--- config.mk ---
export PLATFORM = sky130hd
export DESIGN_NAME = resultSel_flat
export DESIGN_NICKNAME = d
export VERILOG_FILES = /design/src/common/mipsIsaPkg.sv /design/src/common/mipsCtrlPkg.sv /design/src/common/execResultIf.sv /design/src/rtl/resultSel.sv /design/src/flat_wrapper.sv
export SDC_FILE = /design/constraint.sdc
export NUM_CORES = 1
export LEC_CHECK = 0
export BUFFER_PORTS_ARGS = -buffer_cell sky130_fd_sc_hd__buf_2
export CORE_MARGIN = 4
export CORE_UTILIZATION = 35
export CTS_CLUSTER_DIAMETER = 100
export DETAILED_ROUTE_END_ITERATION = 10
export PLACE_DENSITY = 0.76
export SETUP_SLACK_MARGIN = 0.15
export SYNTH_ARGS = -nofsm -noshare
export SYNTH_HDL_FRONTEND = slang
export SYNTH_SLANG_ARGS = --single-unit
export TNS_END_PERCENT = 10
--- constraint.sdc ---
create_clock -name clk -period 1.6 [get_ports clk]
set_input_delay 0.24 -clock clk [delete_from_list [all_inputs] [get_ports clk]]
set_output_delay 0.24 -clock clk [all_outputs]
set_load 0.01 [all_outputs]
--- src/common/mipsIsaPkg.sv ---
package mipsIsaPkg;

	// instruction field widths
	localparam int opW = 6;
	localparam int functW = 6;
	localparam int regW = 5;
	localparam int immW = 16;
	localparam int shamtW = 5;
	localparam int jumpW = 26;

	typedef logic [regW-1:0] regIdxT;
	typedef logic [31:0] wordT;

	// major opcodes, everything else decodes as a no-op
	typedef enum logic [opW-1:0] {
		opRType = 6'h00,
		opJ     = 6'h02,
		opBeq   = 6'h04,
		opBne   = 6'h05,
		opAddiu = 6'h09,
		opSlti  = 6'h0a,
		opAndi  = 6'h0c,
		opOri   = 6'h0d,
		opLui   = 6'h0f,
		opLw    = 6'h23,
		opSw    = 6'h2b
	} opcodeT;

	typedef enum logic [functW-1:0] {
		fnSll  = 6'h00,
		fnSrl  = 6'h02,
		fnAddu = 6'h21,
		fnSubu = 6'h23,
		fnAnd  = 6'h24,
		fnOr   = 6'h25,
		fnXor  = 6'h26,
		fnSlt  = 6'h2a
	} functT;

	localparam wordT ioAddr = 32'h8000_0000; // stores here go to the output port

endpackage

--- src/common/mipsCtrlPkg.sv ---
package mipsCtrlPkg;

	typedef enum logic [3:0] {
		aluAdd,
		aluSub,
		aluAnd,
		aluOr,
		aluXor,
		aluSlt,
		aluSll,
		aluSrl,
		aluLui
	} aluOpT;

	// source of the second ALU operand
	typedef enum logic [1:0] {
		srcReg,
		srcSImm,
		srcZImm
	} srcBT;

	typedef enum logic [1:0] {
		brNone,
		brEq,
		brNe,
		brJump
	} branchT;

	typedef struct packed {
		aluOpT aluOp;
		srcBT srcB;
		branchT branch;
		logic regWrite;
		logic memToReg;
		logic memWrite;
		logic destIsRt; // I-type results land in rt
	} ctrlT;

	localparam ctrlT ctrlNop = '{aluOp: aluAdd, srcB: srcReg, branch: brNone,
		regWrite: 1'b0, memToReg: 1'b0, memWrite: 1'b0, destIsRt: 1'b0};

endpackage

--- src/common/execResultIf.sv ---
interface execResultIf import mipsIsaPkg::*, mipsCtrlPkg::*; ();

	logic valid;
	ctrlT ctrl;
	regIdxT dest;
	wordT aluResult;

	// forwarding from the result stage back into execute
	logic fwdValid;
	regIdxT fwdDest;
	wordT fwdData;

	modport exec (
		output valid, ctrl, dest, aluResult,
		input fwdValid, fwdDest, fwdData
	);

	modport result (
		input valid, ctrl, dest, aluResult,
		output fwdValid, fwdDest, fwdData
	);

endinterface

--- src/rtl/resultSel.sv ---
module resultSel import mipsIsaPkg::*, mipsCtrlPkg::*; (
	input logic clk,
	input logic rstN,
	input logic stall,
	input wordT loadData,
	output logic rfWe,
	output regIdxT rfWa,
	output wordT rfWd,
	execResultIf.result result
);

	logic validQ;
	ctrlT ctrlQ;
	regIdxT destQ;
	wordT aluQ;
	logic writes;

	always_ff @(posedge clk) begin
		if (!rstN) begin
			validQ <= 1'b0;
		end else if (!stall) begin
			validQ <= result.valid;
		end
	end

	always_ff @(posedge clk) begin
		if (!stall) begin
			ctrlQ <= result.ctrl;
			destQ <= result.dest;
			aluQ <= result.aluResult;
		end
	end

	// a write to register zero has no effect, so it is never forwarded
	assign writes = validQ && ctrlQ.regWrite && destQ != '0;

	assign rfWd = ctrlQ.memToReg ? loadData : aluQ; // load data arrives this cycle
	assign rfWa = destQ;
	assign rfWe = writes && !stall;

	assign result.fwdValid = writes;
	assign result.fwdDest = destQ;
	assign result.fwdData = rfWd;

endmodule

--- src/flat_wrapper.sv ---
// flat-port wrapper written by rule: the top's interface ports become plain ports
module resultSel_flat import mipsIsaPkg::*, mipsCtrlPkg::*;
  (clk, rstN, stall, loadData, rfWe, rfWa, rfWd, result_valid, result_ctrl, result_dest, result_aluResult, result_fwdValid, result_fwdDest, result_fwdData);
  execResultIf result_i ();
  input logic clk;
  input logic rstN;
  input logic stall;
  input wordT loadData;
  output logic rfWe;
  output regIdxT rfWa;
  output wordT rfWd;
  input wire logic [$bits(result_i.valid)-1:0] result_valid;
  input wire logic [$bits(result_i.ctrl)-1:0] result_ctrl;
  input wire logic [$bits(result_i.dest)-1:0] result_dest;
  input wire logic [$bits(result_i.aluResult)-1:0] result_aluResult;
  output wire logic [$bits(result_i.fwdValid)-1:0] result_fwdValid;
  output wire logic [$bits(result_i.fwdDest)-1:0] result_fwdDest;
  output wire logic [$bits(result_i.fwdData)-1:0] result_fwdData;
  assign result_i.valid = result_valid;
  assign result_i.ctrl = result_ctrl;
  assign result_i.dest = result_dest;
  assign result_i.aluResult = result_aluResult;
  assign result_fwdValid = result_i.fwdValid;
  assign result_fwdDest = result_i.fwdDest;
  assign result_fwdData = result_i.fwdData;
  resultSel u_core (.clk(clk), .rstN(rstN), .stall(stall), .loadData(loadData), .rfWe(rfWe), .rfWa(rfWa), .rfWd(rfWd), .result(result_i));
endmodule
# Word-level counts from Yosys, hierarchy flattened
# Cells that the tools add are included.
# word_totals
output_inout_bits	76
elab_cells	11
input_bits	85
register_bits	40
# classes
reduce_logical	5
muxes	1
# op_table
cell	count
$mux 32	1
$reduce_bool 5->1	1
$logic_and 1x1->1	3
$logic_not 1->1	1

# Longest topological paths before layout
# depth
word_depth	3
depth_mapped	4
ltp_nobuf	2

# Least setup slack after synthesis
# Ideal clock, no wire load.
# synth_path
kind	input to register
from	input port stall
to	register u_core.aluQ[0] (enable)
required_time_ns	1.207
setup_time_ns	0.393
arrival_time_ns	1.002
path_buffers	0
stages	1
slack_ns	0.204
cell_sequence	inv_1
# synth_lines
element	line	text
from (decl)	flat_wrapper.sv:7	input logic stall;
to (signal assigned)	resultSel.sv:30	aluQ <= result.aluResult;
to (decl)	resultSel.sv:15	wordT aluQ;
# No word-level cell between the ends.

# Final worst setup path
# layout_path
from	register u_core.ctrlQ[2] (netlist name)
to	output port rfWd[15]
# layout_between
elab_chain_len	1
# layout_lines
element	line	text
from (decl)	resultSel.sv:13	ctrlT ctrlQ;
from (signal assigned)	resultSel.sv:28	ctrlQ <= result.ctrl;
$mux 32	resultSel.sv:37	assign rfWd = ctrlQ.memToReg ? loadData : aluQ;
to (decl)	flat_wrapper.sv:11	output wordT rfWd;
# No other way between the ends.

==> results.md <==
- CP endpoint kind: output pin
- Worst setup margin: -0.0650 ns
- Core area: 0.00561 mm2
- Port bufs: 150
- CP Max Fanout: 22
- Initial Utilization: 0.367
- Initial DRC count: 31
- Fmax: 0.601 GHz
- R2r setup slk: 1.00 ns
- RSZ-0062 raised after global routing: true
- R2r endpoint: u_core.validQ$_SDFFE_PN0N_
- Cells after DPL: 306
- Maximum vdd drop: 0.000603 V
- Max-cap viol count: 0
- Detailed-route via count: 1361
- Worst slew margin: 0.797
- Final min period: 1.66 ns
- Vias in the first global route: 1484
- Fillers: 471
- Worst-skew pair later-pin latency: 0.29 ns
- Total GRT Usage: 0.137
- Overall Power: 2.86 mW
- Ports: 161
- CTS max path bufs: 2
- Largest cells by area after synthesis: edfxtp_1 (57%), mux2_4 (22%), buf_4 (13%)
- Worst min-delay path startpoint: result_aluResult[31]
- TritonCTS Buffers: 5
- Hold crit path type: primary input to flop
- Clock skew: 0 ns
- Share of synthesized registers carrying an async set or reset: 0
- Largest net degree at the start of global routing: 24
- Crit path capture: rfWd[15]
- CP Launch Type: flop
- Post-DRT Antenna Nets: 0
- Worst hold slack: 0.120 ns
- Vias per Instance: 4.33
- First-pass GRT wire length: 7670 um
- Final Hold Viols: 0
- Yosys reg bits: 40
- Clock Tree Root: clkbuf_8
- Chip Height: 84.7 um
- CTS Hold Buffers Added: 0
- Slew Viols, Final: 0
- R2r worst-path depth: 2
- Final worst path period share: 1.04
- Count of final setup violators: 64
- Synth top cells by count: edfxtp_1 (39), buf_4 (37), mux2_4 (30)
- Worst Setup SP: u_core.ctrlQ[2]$_DFFE_PN_
- H-tree depth: 2
- Yosys top cell area share: 0.569
- Initial antenna violation count: 0
- Failing checks: setup timing
- Number of synthesized flops with an enable pin: 39
- DRT Pass-1 Iters: 4
- Yosys top cell by area: edfxtp_1
- # clock sinks: 40
- DPL Wire Length: 3880 um
- Synthesis-to-finish area growth: 45.5%
- Clk slew on worst S/H paths: 0.08 ns
- Data arrival, critical path: 1.42 ns
- Worst setup path category: flop to output pin
- Syn avg cell area: 17.0 um2
- Post-synthesis sequential area ratio: 0.578
- Rows: 27
- Die X: 84.7 um
- Detailed-route wire length: 5020 um
- Share of layout cells above drive strength 1: 0.802
- Mapped Nets: 206
- Status: finished, violations left
- Count leader, synth: edfxtp_1
- Multi-input logic area: 534 um2
- Worst EP required: 1.36 ns
- Slew of the pin with the lowest slew margin: 0.305 ns
- Worst R2R Start: u_core.validQ$_SDFFE_PN0N_
- Wire per inst: 16.0 um
- Register area: 0.00119 mm2
- Cells after synthesis: 121
- Power per Cell Area: 955 mW/mm2
- Die ar.: 0.00718 mm2
- CTS tree: yes
- Antenna cell count: 0
- Mapped Area: 0.00206 mm2
- Dominant synthesized flop cell: edfxtp_1
- Yosys Warn Count: 0
- Finished Layout Cells: 314
- Leakage: 1.44 nW
- GP Congestion: 0.726
- DRC violations left: 0
- Synth cell types: 14
- Layout Nets: 326
- Grt ovf: 0
-- kinds of logic after synthesis --
logic type / count (synthesis) / share of synthesized area
buf+inv: 43 / 0.173
flops: 40 / 0.578
mux: 33 / 0.235
simple gates: 3 / 0.00790
compound gates: 2 / 0.00607
-- worst min-delay path by stage --
stage                                          to  slack (ns)  cells after the start
2_1_floorplan            u_core.aluQ[0]$_DFFE_PN_        0.34                      0
3_3_place_gp            u_core.aluQ[22]$_DFFE_PN_        0.42                      1
3_5_place_dp             u_core.aluQ[1]$_DFFE_PN_        0.42                      1
4_1_cts        u_core.result.fwdDest[1]$_DFFE_PN_        0.11                      1
5_1_grt                 u_core.aluQ[30]$_DFFE_PN_        0.09                      1
6_report                u_core.aluQ[31]$_DFFE_PN_        0.12                      1
-- flip-flops by register name, summed over array words and instances, names as in the netlist --
register / count
u_core.aluQ: 32
u_core.validQ: 1
u_core.ctrlQ: 2
u_core.result.fwdDest: 5
-- layout make-up --
class | instances | share of cell area
flip-flops and latches | 40 | 0.397
clock buffers | 6 | 0.0242
inverters | 2 | 0.00251
multi-input cells | 38 | 0.178
clock inverters | 2 | 0.0117
repair buffers | 154 | 0.356
well taps | 72 | 0.0301
-- worst max-delay path, cell delays in order, from the launching register on --
cell	delay, ns
edfxtp_1	0.46
buf_12	0.21
mux2_4	0.33
buf_6	0.13
-- stage by stage --
stage / cell area (um2) / utilization / TNS (ns) / setup WS (ns)
floorplan: 2060 / - / 0 / 0.204
global placement: 2590 / 0.463 / 0 / 0.247
detailed placement: 2590 / 0.463 / 0 / 0.219
CTS: 2980 / 0.531 / -4.53 / -0.118
global route: 3000 / 0.534 / -7.06 / -0.126
finish: 3000 / 0.534 / -3.12 / -0.0650
-- layout by cell type, fill, tap and decap left out --
master     synthesis  layout
buf_2              0     107
buf_6              1      44
edfxtp_1          39      39
mux2_4            30      32
clkbuf_8           0       5
inv_1              2       2
buf_4             37       2
nor4_4             0       1
nand2_1            1       1
a21oi_1            1       1
a211oi_1           1       1
mux2i_1            1       1
nor2b_1            1       1
clkbuf_1           0       1
bufinv_16          0       1
clkinv_2           0       1
buf_12             3       1
dfxtp_1            1       1
-- report_power, final --
group | switching [mW] | internal (mW) | leakage [nW]
clock network | 0.342 | 0.463 | 0.0552
logic | 0.323 | 0.461 | 0.997
registers | 0.0325 | 1.24 | 0.390
-- metal layers --
layer | vias to the layer above | global-route usage | part of all wire
met1 | 631 | 0.128 | 0.33
li1 | 638 | - | -
met5 | - | 0 | 0
met3 | 13 | 0.0383 | 0.078
met2 | 79 | 0.273 | 0.57
met4 | 0 | 0.0590 | 0.027
-- timing repair --
| item | 4_1_cts | 5_1_grt |
|---|---|---|
| setup buffers | 0 | 0 |
| hold endpoints to repair | 0 | 0 |
| pin swaps | 3 | 0 |
| endpoints found under the setup margin | 66 | 66 |
| gates resized for setup | 45 | 3 |
| cloned | 0 | 0 |
(Power assumes the default switching activity.)
