**src/common/mipsIsaPkg.sv**
```systemverilog
package mipsIsaPkg;

	// instruction field widths
	localparam int opW = 6;
	localparam int functW = 6;
	localparam int regW = 5;
	localparam int immW = 16;
	localparam int shamtW = 5;
	localparam int jumpW = 26;

	typedef logic [regW-1:0] regIdxT;
	typedef logic [31:0] wordT;

	// major opcodes, everything else decodes as a no-op
	typedef enum logic [opW-1:0] {
		opRType = 6'h00,
		opJ     = 6'h02,
		opBeq   = 6'h04,
		opBne   = 6'h05,
		opAddiu = 6'h09,
		opSlti  = 6'h0a,
		opAndi  = 6'h0c,
		opOri   = 6'h0d,
		opLui   = 6'h0f,
		opLw    = 6'h23,
		opSw    = 6'h2b
	} opcodeT;

	typedef enum logic [functW-1:0] {
		fnSll  = 6'h00,
		fnSrl  = 6'h02,
		fnAddu = 6'h21,
		fnSubu = 6'h23,
		fnAnd  = 6'h24,
		fnOr   = 6'h25,
		fnXor  = 6'h26,
		fnSlt  = 6'h2a
	} functT;

	localparam wordT ioAddr = 32'h8000_0000; // stores here go to the output port

endpackage

```
**src/rtl/regFile.sv**
```systemverilog
module regFile import mipsIsaPkg::*; (
	input logic clk,
	input logic we,
	input regIdxT ra1,
	input regIdxT ra2,
	input regIdxT wa,
	input wordT wd,
	output wordT rd1,
	output wordT rd2
);

	wordT regs [32];

	always_ff @(posedge clk) begin
		if (we && wa != '0) begin
			regs[wa] <= wd;
		end
	end

	// register zero always reads as zero
	assign rd1 = (ra1 == '0) ? '0 : regs[ra1];
	assign rd2 = (ra2 == '0) ? '0 : regs[ra2];

endmodule

```
**config.mk**
```make
export PLATFORM = sky130hd
export DESIGN_NAME = regFile
export DESIGN_NICKNAME = d
export VERILOG_FILES = /design/src/common/mipsIsaPkg.sv /design/src/rtl/regFile.sv
export SDC_FILE = /design/constraint.sdc
export NUM_CORES = 1
export LEC_CHECK = 0
export BUFFER_PORTS_ARGS = -buffer_cell sky130_fd_sc_hd__buf_2
export CAP_MARGIN = 20
export CORE_MARGIN = 8
export CORE_UTILIZATION = 35
export DETAILED_ROUTE_END_ITERATION = 16
export GPL_TIMING_DRIVEN = 0
export PLACE_DENSITY = 0.58
export SLEW_MARGIN = 20
export SYNTH_ARGS = -nofsm -noshare
export SYNTH_HDL_FRONTEND = slang
export SYNTH_SLANG_ARGS = --single-unit
```
**constraint.sdc**
```tcl
create_clock -name clk -period 8 [get_ports clk]
set_input_delay 0.4 -clock clk [delete_from_list [all_inputs] [get_ports clk]]
set_output_delay 0.4 -clock clk [all_outputs]
set_load 0.02 [all_outputs]
```
==> Word-level counts from Yosys, hierarchy flattened <==
Memories as Yosys holds them, arrays and structs flattened.
Index checks and enable logic that the tools add are counted.
W data, S select, Z words.
{ "op_classes": {"mux": 4, "n_reduce_logical": 4} }
{ "op_table": {"columns": ["op", "n"], "rows": [
  ["$mux W32", 2],
  ["$logic_not A5 Y1", 2],
  ["$reduce_bool A5 Y1", 1],
  ["$mux W1", 2],
  ["$logic_and A1 B1 Y1", 1]
]} }
{ "totals": {"regBits": 0, "ram_bits": 1024, "in_bits": 49, "mem_count": 1} }
{ "memory_table": {"columns": ["memory", "depth", "width", "read_ports", "rd_clocked_by_memory_dff", "write_ports", "line_no", "text"], "rows": [
  ["regs", 32, 32, 2, 0, 1, "regFile.sv:12", "wordT regs [32];"]
]} }

==> Depth between registers and ports, before layout <==
Gate-level depths: netlist of run 1.
{ "depth": {"depth_word": 4, "mapped_depth": 8} }

==> Least setup slack after synthesis of run 1 <==
No wires, ideal clock.
{ "synth_timing": {"path_type": "input to register", "start": "input wa[1]", "end": "memory regs[12][0] (netlist name), enable pin", "setup_time_ns": 0.421, "t_arrival_ns": 2.399, "required_time_ns": 7.579, "path_slack_ns": 5.180, "path_stages": 3, "path_buffers": 1, "path_cell_list": "or3b_2 > clkbuf_1 > nor2_1"} }
{ "synth_via": {"elab_chain_len": 4} }
{ "synth_lines": {"columns": ["element", "line_no", "text"], "rows": [
  ["start: declaration", "regFile.sv:6", "input regIdxT wa,"],
  ["$reduce_bool A5 Y1", "regFile.sv:15", "if (we && wa != '0) begin"],
  ["$logic_and A1 B1 Y1", "regFile.sv:15", null],
  ["$mux W1", "regFile.sv:15", null],
  ["$mux W1 (not written as such)", "regFile.sv:16", "regs[wa] <= wd;"],
  ["end: declaration", "regFile.sv:12", null]
]} }
Parallel ways exist; a longest one is shown, timed or not.

==> Worst setup path in the final report of run 1 <==
{ "layout_timing": {"start": "input ra1[4]", "end": "output rd1[12]"} }
{ "layout_via": {"elab_chain_len": 2, "word_cells_on_any_way": 3, "cone_classes": "mux (1); reduce/logical (1); memory (1)"} }
{ "layout_lines": {"columns": ["element", "line_no", "text"], "rows": [
  ["start: declaration", "regFile.sv:4", "input regIdxT ra1,"],
  ["$mem_v2 Z32 W32 or $logic_not A5 Y1 (tied branches)", null, null],
  ["$mux W32 *", "regFile.sv:21", "assign rd1 = (ra1 == '0) ? '0 : regs[ra1];"],
  ["end: declaration", "regFile.sv:8", "output wordT rd1,"]
]} }
Mark *: on every way between the ends. The rest lies on a longest branch, timed or not.

==> flow_summary.ini, run 1 <==
[synthesis]
synthTopCellsByArea = edfxtp_1, mux4_2, mux2i_1, mux4_1, mux2_2
avgSynthCellArea_um2 = 18.7
yosys_warnings = 0
yosys.area.top_type = edfxtp_1
synth_cell_type_count = 38
yosysSeqAreaShare_pct = 64.2
ys_ff_latch = 1024
synth_area_um2 = 47900
syn_inst = 2564
yosysTopAreaCellShare_pct = 64.2

[route]
drtAntennaViolNets = 0
finalWirelength_um = 185000
via_per_inst = 6.45
drt-wirelength-per-cell_um = 39.0
first_pass_iters = 8
vias = 30600
drc = 0
drt_iter0_drc = 4745

[clock_tree]
cts_tree = built
clock-sinks = 1024
holdBufCountCts = 0
ctsResizeCount = 0
cts_buffers = 108
clk_path_buf_depth = 3
cts.root.buffer_cell = clkbuf_16
path_clk_slew_ns = 0.06
htreeDepth = 3
postCtsSetupBuffers = 0

[place]
io_buffers = 105
place_ws_ns = 3.46
gp_congestion = 0.891
dp_hpwl_um = 126000

[critical_path]
start_kind = primary input
cp_slowest_stage_delay_ns = 0.87
worstPathMaxFanout = 10
path_cells = clkbuf_1 -> or2_2 -> clkbuf_1 -> or4_4 -> clkbuf_1 -> o21ai_1 -> a311oi_2 -> buf_2
cp_common_cell = clkbuf_1
end_kind = output pin
worstSetupPathType = in -> out
crit_required_ns = 7.60
cp.arrival_ns = 3.98
cp_slowest_cell = clkbuf_1

[floorplan]
fp-row-count = 135
dieWidth_um = 386
die_area_um2 = 149000
ios = 113
initial_core_util_pct = 35.3
die_y_um = 386
core_um2 = 136000

[global_routing]
antenna_found_initial = 8
overflow = 0
grt_pass1_vias = 29700
grt_max_degree = 33
grt_usage_pct = 24.2
grt_pass1_wl_um = 248000

[layout]
final_core_util_pct = 41.3
drive_gt1_share_pct = 29.9
top_register = regs
nets = 2920
final_common_cell = edfxtp_1
areaGrowthSynthToFinish_pct = 16.8
largest_reg_flops = 1024
reg_top3 = regs: 1024 flops
layout_common_cells = edfxtp_1, mux2i_1, mux4_2, buf_2, clkbuf_16

[timing]
hold_viol = 0
period_share_pct = 54.8
relSlewSlack_pct = 9.97
rsz0062_at_grt = no
holdWs_ns = 0.188
worst_pin_slew_ns = 1.35
max_freq_ghz = 0.228
finalSetupTns_ns = 0
slew_viol_final = 0
worst_slack_ns = 3.62
min_period_ns = 4.38
setup_viol = 0

[hold_path]
hold_path.class = in -> reg

[pwr]
peakVddDrop_v = 0.000172
power_density_nw_per_um2 = 220
leakage_uw = 0.0183

[run]
maxCapViolations = 0

[run_status]
status = completed
[kinds of logic after synthesis]
family	synth area share [%]
DFF	64.2
muxes	25.1
AOI/OAI and AO/OA	6.09
buffers and inverters	2.44
and+or+nand+nor	2.17
other	0.00782
[power breakdown]
part           total (uW)  internal, uW  switching, uW  leakage [uW]
combinational        1250           424            829       0.00738
sequential           6020          5980           34.3       0.00925
clock                5060          2890           2180       0.00171
[layer usage]
layer | vias up | wire [um] | track usage (%)
li1 | 11700 | - | -
met1 | 16200 | 70100 | 31.9
met2 | 2309 | 83700 | 37.4
met3 | 439 | 21700 | 6.31
met4 | 6 | 9640 | 11.1
met5 | - | 41 | 0
[per-stage QoR]
step | area [um^2] | cells | total power, uW
3_3_place_gp | 50800 | 4481 | 7330
5_1_grt | 56000 | 4744 | 12600
3_5_place_dp | 52500 | 4542 | 7360
6_report | 56000 | 4750 | 12300
2_1_floorplan | 48000 | 2595 | 6790
4_1_cts | 56000 | 4744 | 12300
[final cells by class]
type	instances	area, um^2
antenna	6	15.0
buffer	216	1190
clock buffer	129	2850
clock inverter	73	671
fill	12000	79600
inverter	2	7.51
multi-input combinational	1353	16400
sequential	1024	30700
tap	1781	2230
timing repair buffer	166	1910
[critical path, delay by kind of cell]
family | cells | cell delay (ns)
buffers and inverters | 4 | 2.00
and+or+nand+nor | 2 | 0.52
AOI/OAI and AO/OA | 2 | 1.05
[synth_stat cells, drive strengths merged]
cell     count
o2111ai      9
nand3        2
mux4       352
nand2b       1
nand4       32
nor2        37
or2          1
a21oi       32
mux2        64
nor2b       37
o221ai      64
a22oi       64
or4          1
clkbuf      99
mux2i      320
a221oi      55
buf        117
edfxtp    1024
conb         1
nand3b       6
or3          2
a211oi      64
and2         2
and3         1
o21ai       55
nand2       83
a311oi      32
or3b         5
inv          2
[path summary, 6_finish.rpt]
path              slack (ns)  depth (start not counted)           to  startpoint
setup / recovery        3.62                          8      rd1[12]      ra1[4]
hold / removal          0.19                          1  regs[2][26]      wd[26]
(Power assumes the default switching activity.)
==> run 2, diff against run 1 <==
- clock period: 8 -> 4.34 ns (I/O delays scaled with it)
==> run 2 against run 1 <==
Effect of this change:
- die area stayed put
- via count is 0.11% lower
- cell count is 0.27% higher
- wire length hardly changed
- sequential share of layout area is 0.12 points lower
==> flow_summary.ini, run 2 (same netlist as run 1, synthesis figures left out) <==
[place]
dp_cells = 4542
gp_congestion = 0.891
dp_hpwl_um = 126000
io_buffers = 105
placed_cell_area_um2 = 52500

[pwr]
peakVddDrop_v = 0.000318
switching_power_uw = 5610
p_seq_share_pct = 48.8
power_uw = 22700
p_int_uw = 17100
power_frac_clock_pct = 41.0
leakage_uw = 0.0184
power_density_nw_per_um2 = 405
power_frac_comb_pct = 10.2
switching_share_pct = 24.6

[hold_path]
hold_path.class = in -> reg

[layout]
reg_top3 = regs: 1024 flops
drive_gt1_share_pct = 29.7
top_register = regs
layout_common_cells = edfxtp_1, mux2i_1, mux4_2, buf_2, clkbuf_16
final_cells = 4763
final_cell_area_um2 = 56100
areaGrowthSynthToFinish_pct = 17.1
nets = 2932
final_common_cell = edfxtp_1
final_core_util_pct = 41.4
largest_reg_flops = 1024

[clock_tree]
path_clk_slew_ns = 0.06
holdBufCountCts = 12
cts.root.buffer_cell = clkbuf_16
ctsResizeCount = 0
clk_path_buf_depth = 3
htreeDepth = 3
cts_tree = built
postCtsSetupBuffers = 0
clock-sinks = 1024
cts_buffers = 108

[critical_path]
crit_required_ns = 4.12
start_kind = primary input
cp.arrival_ns = 3.91
worstPathMaxFanout = 10
end_kind = output pin
worstSetupPathType = in -> out

[floorplan]
ios = 113
initial_core_util_pct = 35.3
core_um2 = 136000
die_area_um2 = 149000
die_y_um = 386
fp-row-count = 135
dieWidth_um = 386

[route]
first_pass_iters = 6
drc = 0
finalWirelength_um = 185000
drt_iter0_drc = 4743
drtAntennaViolNets = 0
vias = 30600
via_per_inst = 6.42
drt-wirelength-per-cell_um = 38.8

[timing]
worst_pin_slew_ns = 1.36
rsz0062_at_grt = no
setup_viol = 0
slew_viol_final = 0
hold_viol = 0
period_share_pct = 95.2
min_period_ns = 4.13
max_freq_ghz = 0.242
finalSetupTns_ns = 0
relSlewSlack_pct = 9.49

[run]
maxCapViolations = 0

[global_routing]
top_usage_layer = met2
grt_usage_pct = 24.2
overflow = 0
grt_pass1_vias = 29800
met3_usage_pct = 6.31
gr-usage-met1_pct = 31.9
grt_max_degree = 33
antenna_found_initial = 8
use_met2_pct = 37.4
grt_pass1_wl_um = 248000

[run_status]
status = completed
[run 2: changes by cell type in the layout (fill, tap and decap cells not counted), sizes merged]
cell,previous run,this run
dlygate4sd3,0,12
diode,6,7
[run 2: worst paths after layout]
kind | from | end | slack [ns] | cells after the start
min | wd[0] | regs[16][0] | 0.03 | 1
max | ra1[4] | rd1[20] | 0.21 | 8
[run 2: per-layer routing]
| metal | up-vias | part of all wire, % |
|---|---|---|
| met3 | 450 | 12 |
| met4 | 6 | 5.2 |
| met2 | 2306 | 45 |
| met5 | - | 0.025 |
| li1 | 11700 | - |
| met1 | 16100 | 38 |
[run 2: power by group through the flow]
stage,clock network [uW],logic [uW],registers (uW)
finish,9340,2320,11100
global route,9750,2370,11100
CTS,9360,2280,11100
detailed placement,0,2270,11300
global placement,0,2210,11300
floorplan,0,1230,11300
[run 2: layout make-up]
type                            count  area [um^2]
Tap cell                         1781         2230
Sequential cell                  1024        30700
Buffer                            216         1190
Clock inverter                     73          671
Clock buffer                      129         2850
Multi-Input combinational cell   1353        16400
Timing Repair Buffer              178         2030
Inverter                            2         7.51
Antenna cell                        7         17.5
Fill cell                       12000        79500
[run 2: per-stage QoR]
| step | hold slack [ns] | worst slack [ns] |
|---|---|---|
| floorplan | 0.316 | 1.70 |
| global placement | 0.717 | -1.29 |
| detailed placement | 0.723 | 0.164 |
| CTS | 0.000314 | 0.155 |
| global route | 0.0305 | 0.255 |
| finish | 0.0326 | 0.210 |
[run 2: critical path, stage by stage]
cell,delay (ns)
clkbuf_1,0.51
or2_2,0.22
clkbuf_1,0.42
or4_4,0.31
clkbuf_1,0.87
o21ai_0,0.40
a311oi_1,0.66
buf_2,0.29
