File: config.mk
export PLATFORM = sky130hd
export DESIGN_NAME = instDecoder
export DESIGN_NICKNAME = d
export VERILOG_FILES = /design/src/common/mipsIsaPkg.sv /design/src/common/mipsCtrlPkg.sv /design/src/rtl/instDecoder.sv
export SDC_FILE = /design/constraint.sdc
export NUM_CORES = 1
export LEC_CHECK = 0
export BUFFER_PORTS_ARGS = -buffer_cell sky130_fd_sc_hd__clkbuf_2
export CAP_MARGIN = 10
export CORE_MARGIN = 3
export CORE_UTILIZATION = 34
export DETAILED_ROUTE_END_ITERATION = 10
export PLACE_DENSITY_LB_ADDON = 0.08
export SKIP_LAST_GASP = 1
export SYNTH_ARGS = -nofsm -noshare
export SYNTH_HDL_FRONTEND = slang
export SYNTH_SLANG_ARGS = --single-unit
File: constraint.sdc
create_clock -name vclk -period 2.2
set_clock_uncertainty 0.15 [all_clocks]
set_input_delay 0.33 -clock vclk [all_inputs]
set_output_delay 0.33 -clock vclk [all_outputs]
set_load 0.005 [all_outputs]
File: src/common/mipsIsaPkg.sv
package mipsIsaPkg;

	// instruction field widths
	localparam int opW = 6;
	localparam int functW = 6;
	localparam int regW = 5;
	localparam int immW = 16;
	localparam int shamtW = 5;
	localparam int jumpW = 26;

	typedef logic [regW-1:0] regIdxT;
	typedef logic [31:0] wordT;

	// major opcodes, everything else decodes as a no-op
	typedef enum logic [opW-1:0] {
		opRType = 6'h00,
		opJ     = 6'h02,
		opBeq   = 6'h04,
		opBne   = 6'h05,
		opAddiu = 6'h09,
		opSlti  = 6'h0a,
		opAndi  = 6'h0c,
		opOri   = 6'h0d,
		opLui   = 6'h0f,
		opLw    = 6'h23,
		opSw    = 6'h2b
	} opcodeT;

	typedef enum logic [functW-1:0] {
		fnSll  = 6'h00,
		fnSrl  = 6'h02,
		fnAddu = 6'h21,
		fnSubu = 6'h23,
		fnAnd  = 6'h24,
		fnOr   = 6'h25,
		fnXor  = 6'h26,
		fnSlt  = 6'h2a
	} functT;

	localparam wordT ioAddr = 32'h8000_0000; // stores here go to the output port

endpackage

File: src/common/mipsCtrlPkg.sv
package mipsCtrlPkg;

	typedef enum logic [3:0] {
		aluAdd,
		aluSub,
		aluAnd,
		aluOr,
		aluXor,
		aluSlt,
		aluSll,
		aluSrl,
		aluLui
	} aluOpT;

	// source of the second ALU operand
	typedef enum logic [1:0] {
		srcReg,
		srcSImm,
		srcZImm
	} srcBT;

	typedef enum logic [1:0] {
		brNone,
		brEq,
		brNe,
		brJump
	} branchT;

	typedef struct packed {
		aluOpT aluOp;
		srcBT srcB;
		branchT branch;
		logic regWrite;
		logic memToReg;
		logic memWrite;
		logic destIsRt; // I-type results land in rt
	} ctrlT;

	localparam ctrlT ctrlNop = '{aluOp: aluAdd, srcB: srcReg, branch: brNone,
		regWrite: 1'b0, memToReg: 1'b0, memWrite: 1'b0, destIsRt: 1'b0};

endpackage

File: src/rtl/instDecoder.sv
module instDecoder import mipsIsaPkg::*, mipsCtrlPkg::*; (
	input wordT instr,
	output ctrlT ctrl,
	output regIdxT rs,
	output regIdxT rt,
	output regIdxT dest,
	output logic [immW-1:0] imm,
	output logic [shamtW-1:0] shamt,
	output logic [jumpW-1:0] jumpIndex
);

	opcodeT opcode;
	functT funct;
	regIdxT rd;

	assign opcode = opcodeT'(instr[31:26]);
	assign funct = functT'(instr[5:0]);
	assign rs = instr[25:21];
	assign rt = instr[20:16];
	assign rd = instr[15:11];
	assign shamt = instr[10:6];
	assign imm = instr[15:0];
	assign jumpIndex = instr[25:0];

	always_comb begin
		ctrl = ctrlNop;
		case (opcode)
			opRType: begin
				ctrl.regWrite = 1'b1;
				case (funct)
					fnAddu: ctrl.aluOp = aluAdd;
					fnSubu: ctrl.aluOp = aluSub;
					fnAnd: ctrl.aluOp = aluAnd;
					fnOr: ctrl.aluOp = aluOr;
					fnXor: ctrl.aluOp = aluXor;
					fnSlt: ctrl.aluOp = aluSlt;
					fnSll: ctrl.aluOp = aluSll;
					fnSrl: ctrl.aluOp = aluSrl;
					default: ctrl.regWrite = 1'b0; // unknown funct does nothing
				endcase
			end
			opAddiu, opSlti, opLw: begin
				ctrl.aluOp = (opcode == opSlti) ? aluSlt : aluAdd;
				ctrl.srcB = srcSImm;
				ctrl.regWrite = 1'b1;
				ctrl.memToReg = (opcode == opLw);
				ctrl.destIsRt = 1'b1;
			end
			opAndi, opOri: begin
				ctrl.aluOp = (opcode == opAndi) ? aluAnd : aluOr;
				ctrl.srcB = srcZImm; // logical immediates are zero extended
				ctrl.regWrite = 1'b1;
				ctrl.destIsRt = 1'b1;
			end
			opLui: begin
				ctrl.aluOp = aluLui;
				ctrl.regWrite = 1'b1;
				ctrl.destIsRt = 1'b1;
			end
			opSw: begin
				ctrl.srcB = srcSImm;
				ctrl.memWrite = 1'b1;
			end
			opBeq: ctrl.branch = brEq;
			opBne: ctrl.branch = brNe;
			opJ: ctrl.branch = brJump;
			default: ctrl = ctrlNop;
		endcase
	end

	assign dest = ctrl.destIsRt ? rt : rd;

endmodule

* After elaboration in Yosys (flattened, before gate mapping) *
Cells that the tools add are included.

operators by class
  muxes and demuxes = 12
  equality and inequality tests = 17
  reductions and logical operators = 7

operator list
  cell                  number
  $eq A6 B6 Y1 const B  8
  $eq A6 B4 Y1 const B  5
  $pmux W3 S7           1
  $pmux W4 S4           1
  $eq A6 B2 Y1 const B  2
  $eq A6 B3 Y1 const B  2
  $logic_not A6 Y1      2
  $reduce_or A8 Y1      1
  $pmux W2 S3           1
  $reduce_or A6 Y1      1
  $mux W1               5
  $mux W5               1
  $pmux W2 S2           1
  $reduce_or A4 Y1      1
  $mux W3               1
  $reduce_or A3 Y1      1
  $pmux W1 S2           1
  $reduce_or A2 Y1      1

word-level totals
  output and inout port bits = 74
  bits in registers = 0
  input bits = 32

* Logic depth before layout (Yosys ltp) *
Gate-level depths: netlist (run 1).

  depth after elaboration = 4
  mapped depth = 5

* Least setup slack after synthesis (run 1) *
OpenSTA, ideal clock, no wires.

  path type = input to output
  start = in instr[28]
  end = out dest[0]
  cell stages on the path = 4
  buffers on the path = 1
  setup slack = 207 ps
  arrival time = 1513 ps
  required time = 1720 ps
  path through = buf_4 > or4_4 > o211ai_4 > mux2_2

RTL lines
  item             RTL line          source
  start, declared  instDecoder.sv:2  input wordT instr,
  end, declared    instDecoder.sv:6  output regIdxT dest,

* Final worst setup path (run 1) *
  start = in instr[26]
  end = out dest[2]

between the ends
  word-level cells in the longest chain between the ends = 4

RTL lines
  item                                          RTL line           source
  $eq A6 B4 Y1 or $eq A6 B6 Y1 (tied branches)  instDecoder.sv:27  case (opcode)
  $reduce_or A6 Y1 (no source line) *           --
  $mux W1 *                                     instDecoder.sv:27
  $mux W5 *                                     instDecoder.sv:71  assign dest = ctrl.destIsRt ? rt : rd;

Mark *: on every way between the ends. The rest lies on a longest branch, timed or not.

==> results.toml, run 1 <==
[run_status]
status = "completed"

[global_route]
grt_max_degree = 12
grt_antenna_before_repair = 0
track_usage_pct = 11.8
grt_overflow = 0
grt_pass1_wl_mm = 3.24
grt_pass1_vias = 713

[yosys]
yosysSeqAreaShare_pct = 0
syn_nets = 148
synth_cells = 116
synth_warnings = 0
syn_area_per_cell_um2 = 7.37
syn-cell-area_um2 = 855
synth_cell_types = 32

[finish]
layout_common_cells = "clkbuf_2 (71), buf_4 (9), nor2_1 (4), nand2_1 (4), mux2_2 (4)"
layout_commonest_cell = "clkbuf_2"
regArea_um2 = 0
finalNonFillerCells = 161
n_clock_buffer = 0
flops_and_latches = 0
final_util_pct = 37.0
area_growth_pct = -0.439
antennaDiodeCount = 0
drive_gt1_share_pct = 67.7
fin_nets = 167

[worst_setup_path]
critPathSlowestCell = "or4_4"
critPathMaxStageDelay_ns = 0.45
crit_top_cell = "clkbuf_2"
critPathCaptureType = "output port"
critical_path_class = "in2out"
required_ns = 1.72
startpoint_type = "input port"
worstPathCellList = "clkbuf_2 > nand3_4 > or4_4 > o211ai_4 > mux2_2 > clkbuf_2"
cp.arrival_ns = 1.66
cp_max_fo = 7

[timing]
hold_ws_ns = 0.510
max_freq_mhz = 467
finalSetupTns_ns = 0
max_slew_margin_pct = 80.7
drv_slew = 0
setup_viol = 0
fin_crit_ns = 2.14
grt_setup_unrepaired = "yes"
hold_violations = 0
worstMarginPinSlew_ns = 0.286
final.period_utilization_pct = 97.4

[detailed_routing]
ant_nets = 0
wirelength_mm = 1.94
wl_per_cell_um = 12.1
drt_pass1_iterations = 3
num_vias = 759
drt_iter0_markers = 10
drc = 0
viasPerCell = 4.71

[power_and_ir_drop]
power.leakage_nw = 0.482
share_seq_of_total_power_pct = 0
power_uw = 147
switching_share_pct = 49.2
p_sw_uw = 72.3
irDropWorstVdd_uv = 78.1
cellPowerDensity_mw_per_mm2 = 173
p_comb_share_pct = 100.0
internal_power_uw = 74.6
clkPwrFrac_pct = 0

[placed_design]
gp_congestion = 0.772
hpwlAfterDp_mm = 1.70
dp_cells = 160
port-buffer-count = 71

[die]
die_h_um = 56.1
io_pins = 106
die_width_um = 56.1
core_mm2 = 0.00230
start_util_pct = 37.2
die-area_mm2 = 0.00315
num_rows = 17

[flow_run]
drv_cap = 0

[min_path]
hp-class = "in2out"
==> worst paths after layout <==
check | from | to | slack (ns) | cells after the start
max | instr[26] | dest[2] | 0.06 | 6
min | instr[6] | imm[6] | 0.51 | 0
==> Yosys cell counts, types with 2 or more instances <==
library cell	instances	area, µm²
a21oi_1	2	10.0
and3_1	2	12.5
buf_4	59	443
clkbuf_1	3	11.3
inv_1	3	11.3
mux2_2	5	56.3
nand2_1	4	15.0
nand3_1	2	10.0
nor2_1	4	15.0
nor2b_1	2	12.5
nor3_1	2	10.0
nor4_1	3	18.8
nor4b_1	2	17.5
o21ai_0	3	15.0
xor2_1	3	26.3
==> cell type report <==
class,count,area [µm²]
Inverter,3,11.3
Fill cell,280,1450
Multi-Input combinational cell,50,382
Timing Repair Buffer,80,423
Tap cell,28,35.0
==> repair_timing <==
| item | CTS | global route |
|---|---|---|
| gates resized for setup | 0 | 1 |
| endpoints found under the setup margin | 0 | 3 |
| setup buffers | 0 | 1 |
| hold buffers | 0 | 0 |
==> per-layer routing <==
metal | global-route usage (%) | share of wire [%]
met5 | 0 | 0
met3 | 3.94 | 15
met1 | 14.7 | 38
met4 | 0 | 0
met2 | 20.7 | 47
==> power by group through the flow <==
stage / logic, mW / clock network, mW / registers, mW
final: 0.147 / 0 / 0
after global routing: 0.165 / 0 / 0
after CTS: 0.147 / 0 / 0
after detailed placement: 0.147 / 0 / 0
after global placement: 0.146 / 0 / 0
after floorplan: 0.141 / 0 / 0
==> cell families after synthesis <==
kind of cell / count (synthesis) / share of synthesized area, %
buffers and inverters: 66 / 55.8
AND/OR/NAND/NOR: 25 / 18.3
AO/OA/AOI/OAI: 15 / 14.1
multiplexers: 6 / 7.76
XOR/XNOR: 4 / 4.10
==> worst max-delay path, delay by kind of cell <==
kind / cells / cell delay (ns)
compound gates: 1 / 0.16
mux: 1 / 0.38
buf+inv: 2 / 0.25
simple gates: 2 / 0.54
==> through the flow <==
step	worst slack [ns]	instance area [µm²]
after floorplan	0.207	855
after CTS	0.0373	840
after detailed placement	0.0376	840
after global placement	0.0686	840
final	0.0578	851
after global routing	-0.00713	851
No activity file was read; power rests on OpenSTA's default activity.
==> run 2: changes to the inputs <==
--- a/config.mk
+++ b/config.mk
@@ -10,6 +10,7 @@
 export CORE_MARGIN = 3
 export CORE_UTILIZATION = 34
 export DETAILED_ROUTE_END_ITERATION = 10
+export MAX_ROUTING_LAYER = met4
 export PLACE_DENSITY_LB_ADDON = 0.08
 export SKIP_LAST_GASP = 1
 export SYNTH_ARGS = -nofsm -noshare
==> constraint.sdc (replaced) <==
create_clock -name vclk -period 2.23
set_clock_uncertainty 0.15 [all_clocks]
set_input_delay 0.3345 -clock vclk [all_inputs]
set_output_delay 0.3345 -clock vclk [all_outputs]
set_load 0.005 [all_outputs]
==> run 2 against run 1 <==
First-iteration DRC count is 20% lower. Via count is 0.40% lower. Non-clock buffer count is 1 lower. Largest power group unchanged. Count of clock-buffer cells in the layout stayed put. Sequential cell count stayed put.
==> results.toml, run 2 (synthesis results as in run 1) <==
[power_and_ir_drop]
power_uw = 143
irDropWorstVdd_uv = 72.3
power.leakage_nw = 0.473
cellPowerDensity_mw_per_mm2 = 170

[detailed_routing]
wl_met1_um = 810
route.met2.wl_um = 904
drt_iter0_markers = 8
num_vias = 756
ant_nets = 0
wirelength_mm = 1.96
met3_length_um = 245
drc = 0
routed.top_layer = "met3"
viasPerCell = 4.73
drt_pass1_iterations = 4
wl_per_cell_um = 12.3

[flow_run]
drv_cap = 0

[finish]
flops_and_latches = 0
fin_nets = 166
fillers = 266
final_util_pct = 36.5
antennaDiodeCount = 0
layout_common_cells = "clkbuf_2 (71), buf_4 (8), mux2_2 (5)"
multi_input_area_um2 = 378
regArea_um2 = 0
n_clock_buffer = 0
drive_gt1_share_pct = 67.4
layout_commonest_cell = "clkbuf_2"
area_growth_pct = -1.76

[worst_setup_path]
critPathSlowestCell = "or4_4"
critPathMaxStageDelay_ns = 0.45
crit_top_cell = "clkbuf_2"
startpoint_type = "input port"
cp_max_fo = 7
critPathCaptureType = "output port"
worstPathCellList = "clkbuf_2 > nand3_4 > or4_4 > o211ai_4 > mux2_2 > clkbuf_2"
cp.arrival_ns = 1.67
critical_path_class = "in2out"
required_ns = 1.75

[global_route]
track_usage_pct = 11.9
grt_overflow = 0
grt_max_degree = 12
grt_antenna_before_repair = 0
grt_pass1_vias = 691
grt_pass1_wl_mm = 3.19

[clock_tree]
cts_hold_buf = 0
ctsResizeCount = 0
post_cts_buffers = 0

[die]
num_rows = 17
die_h_um = 56.1
die-area_mm2 = 0.00315
start_util_pct = 37.2
io_pins = 106
die_width_um = 56.1
core_mm2 = 0.00230

[min_path]
hp-class = "in2out"

[timing]
worstMarginPinSlew_ns = 0.303
finalSetupTns_ns = 0
grt_setup_unrepaired = "no"
setup_viol = 0
max_freq_mhz = 465
fin_crit_ns = 2.15
final.period_utilization_pct = 96.5
max_slew_margin_pct = 79.5
drv_slew = 0
hold_violations = 0
hold_ws_ns = 0.519

[placed_design]
gp_congestion = 0.781
port-buffer-count = 71
hpwlAfterDp_mm = 1.72

[run_status]
status = "completed"
==> run 2: cell count changes in the layout (fill, tap and decap cells not counted) <==
cell	before	now
mux2_4	1	0
buf_4	9	8
mux2_2	4	5
==> run 2: metrics by stage <==
step / std cells / worst slack (ns) / instance area [µm²]
floorplan: 116 / 0.228 / 855
global placement: 160 / 0.0750 / 840
detailed placement: 160 / 0.0555 / 840
CTS: 160 / 0.0561 / 840
global route: 160 / 0.00967 / 840
finish: 160 / 0.0773 / 840
==> run 2: layout make-up <==
class	count	share of cell area [%]
well taps	28	4.17
repair buffers	79	49.5
multi-input cells	50	45.0
inverters	3	1.34
==> run 2: final timing paths <==
check                 slack, ns  endpoint       from  cells past startpoint
worst max-delay path       0.08   dest[2]  instr[26]                      6
worst min-delay path       0.52    imm[6]   instr[6]                      0
==> run 2: critical path: cells and delay by family <==
family | cells | cell delay (ns)
AOI/OAI and AO/OA | 1 | 0.16
muxes | 1 | 0.37
and+or+nand+nor | 2 | 0.54
buffers and inverters | 2 | 0.26
==> run 2: where the power goes <==
| part | switching (mW) | internal [mW] |
|---|---|---|
| clock network | 0 | 0 |
| registers | 0 | 0 |
| logic | 0.0709 | 0.0717 |
| total | 0.0709 | 0.0717 |
==> run 2: layer usage <==
layer	vias up	GRT usage [%]
li1	375	-
met1	322	16.1
met2	59	19.4
met3	0	2.55
met4	0	0
met5	-	-
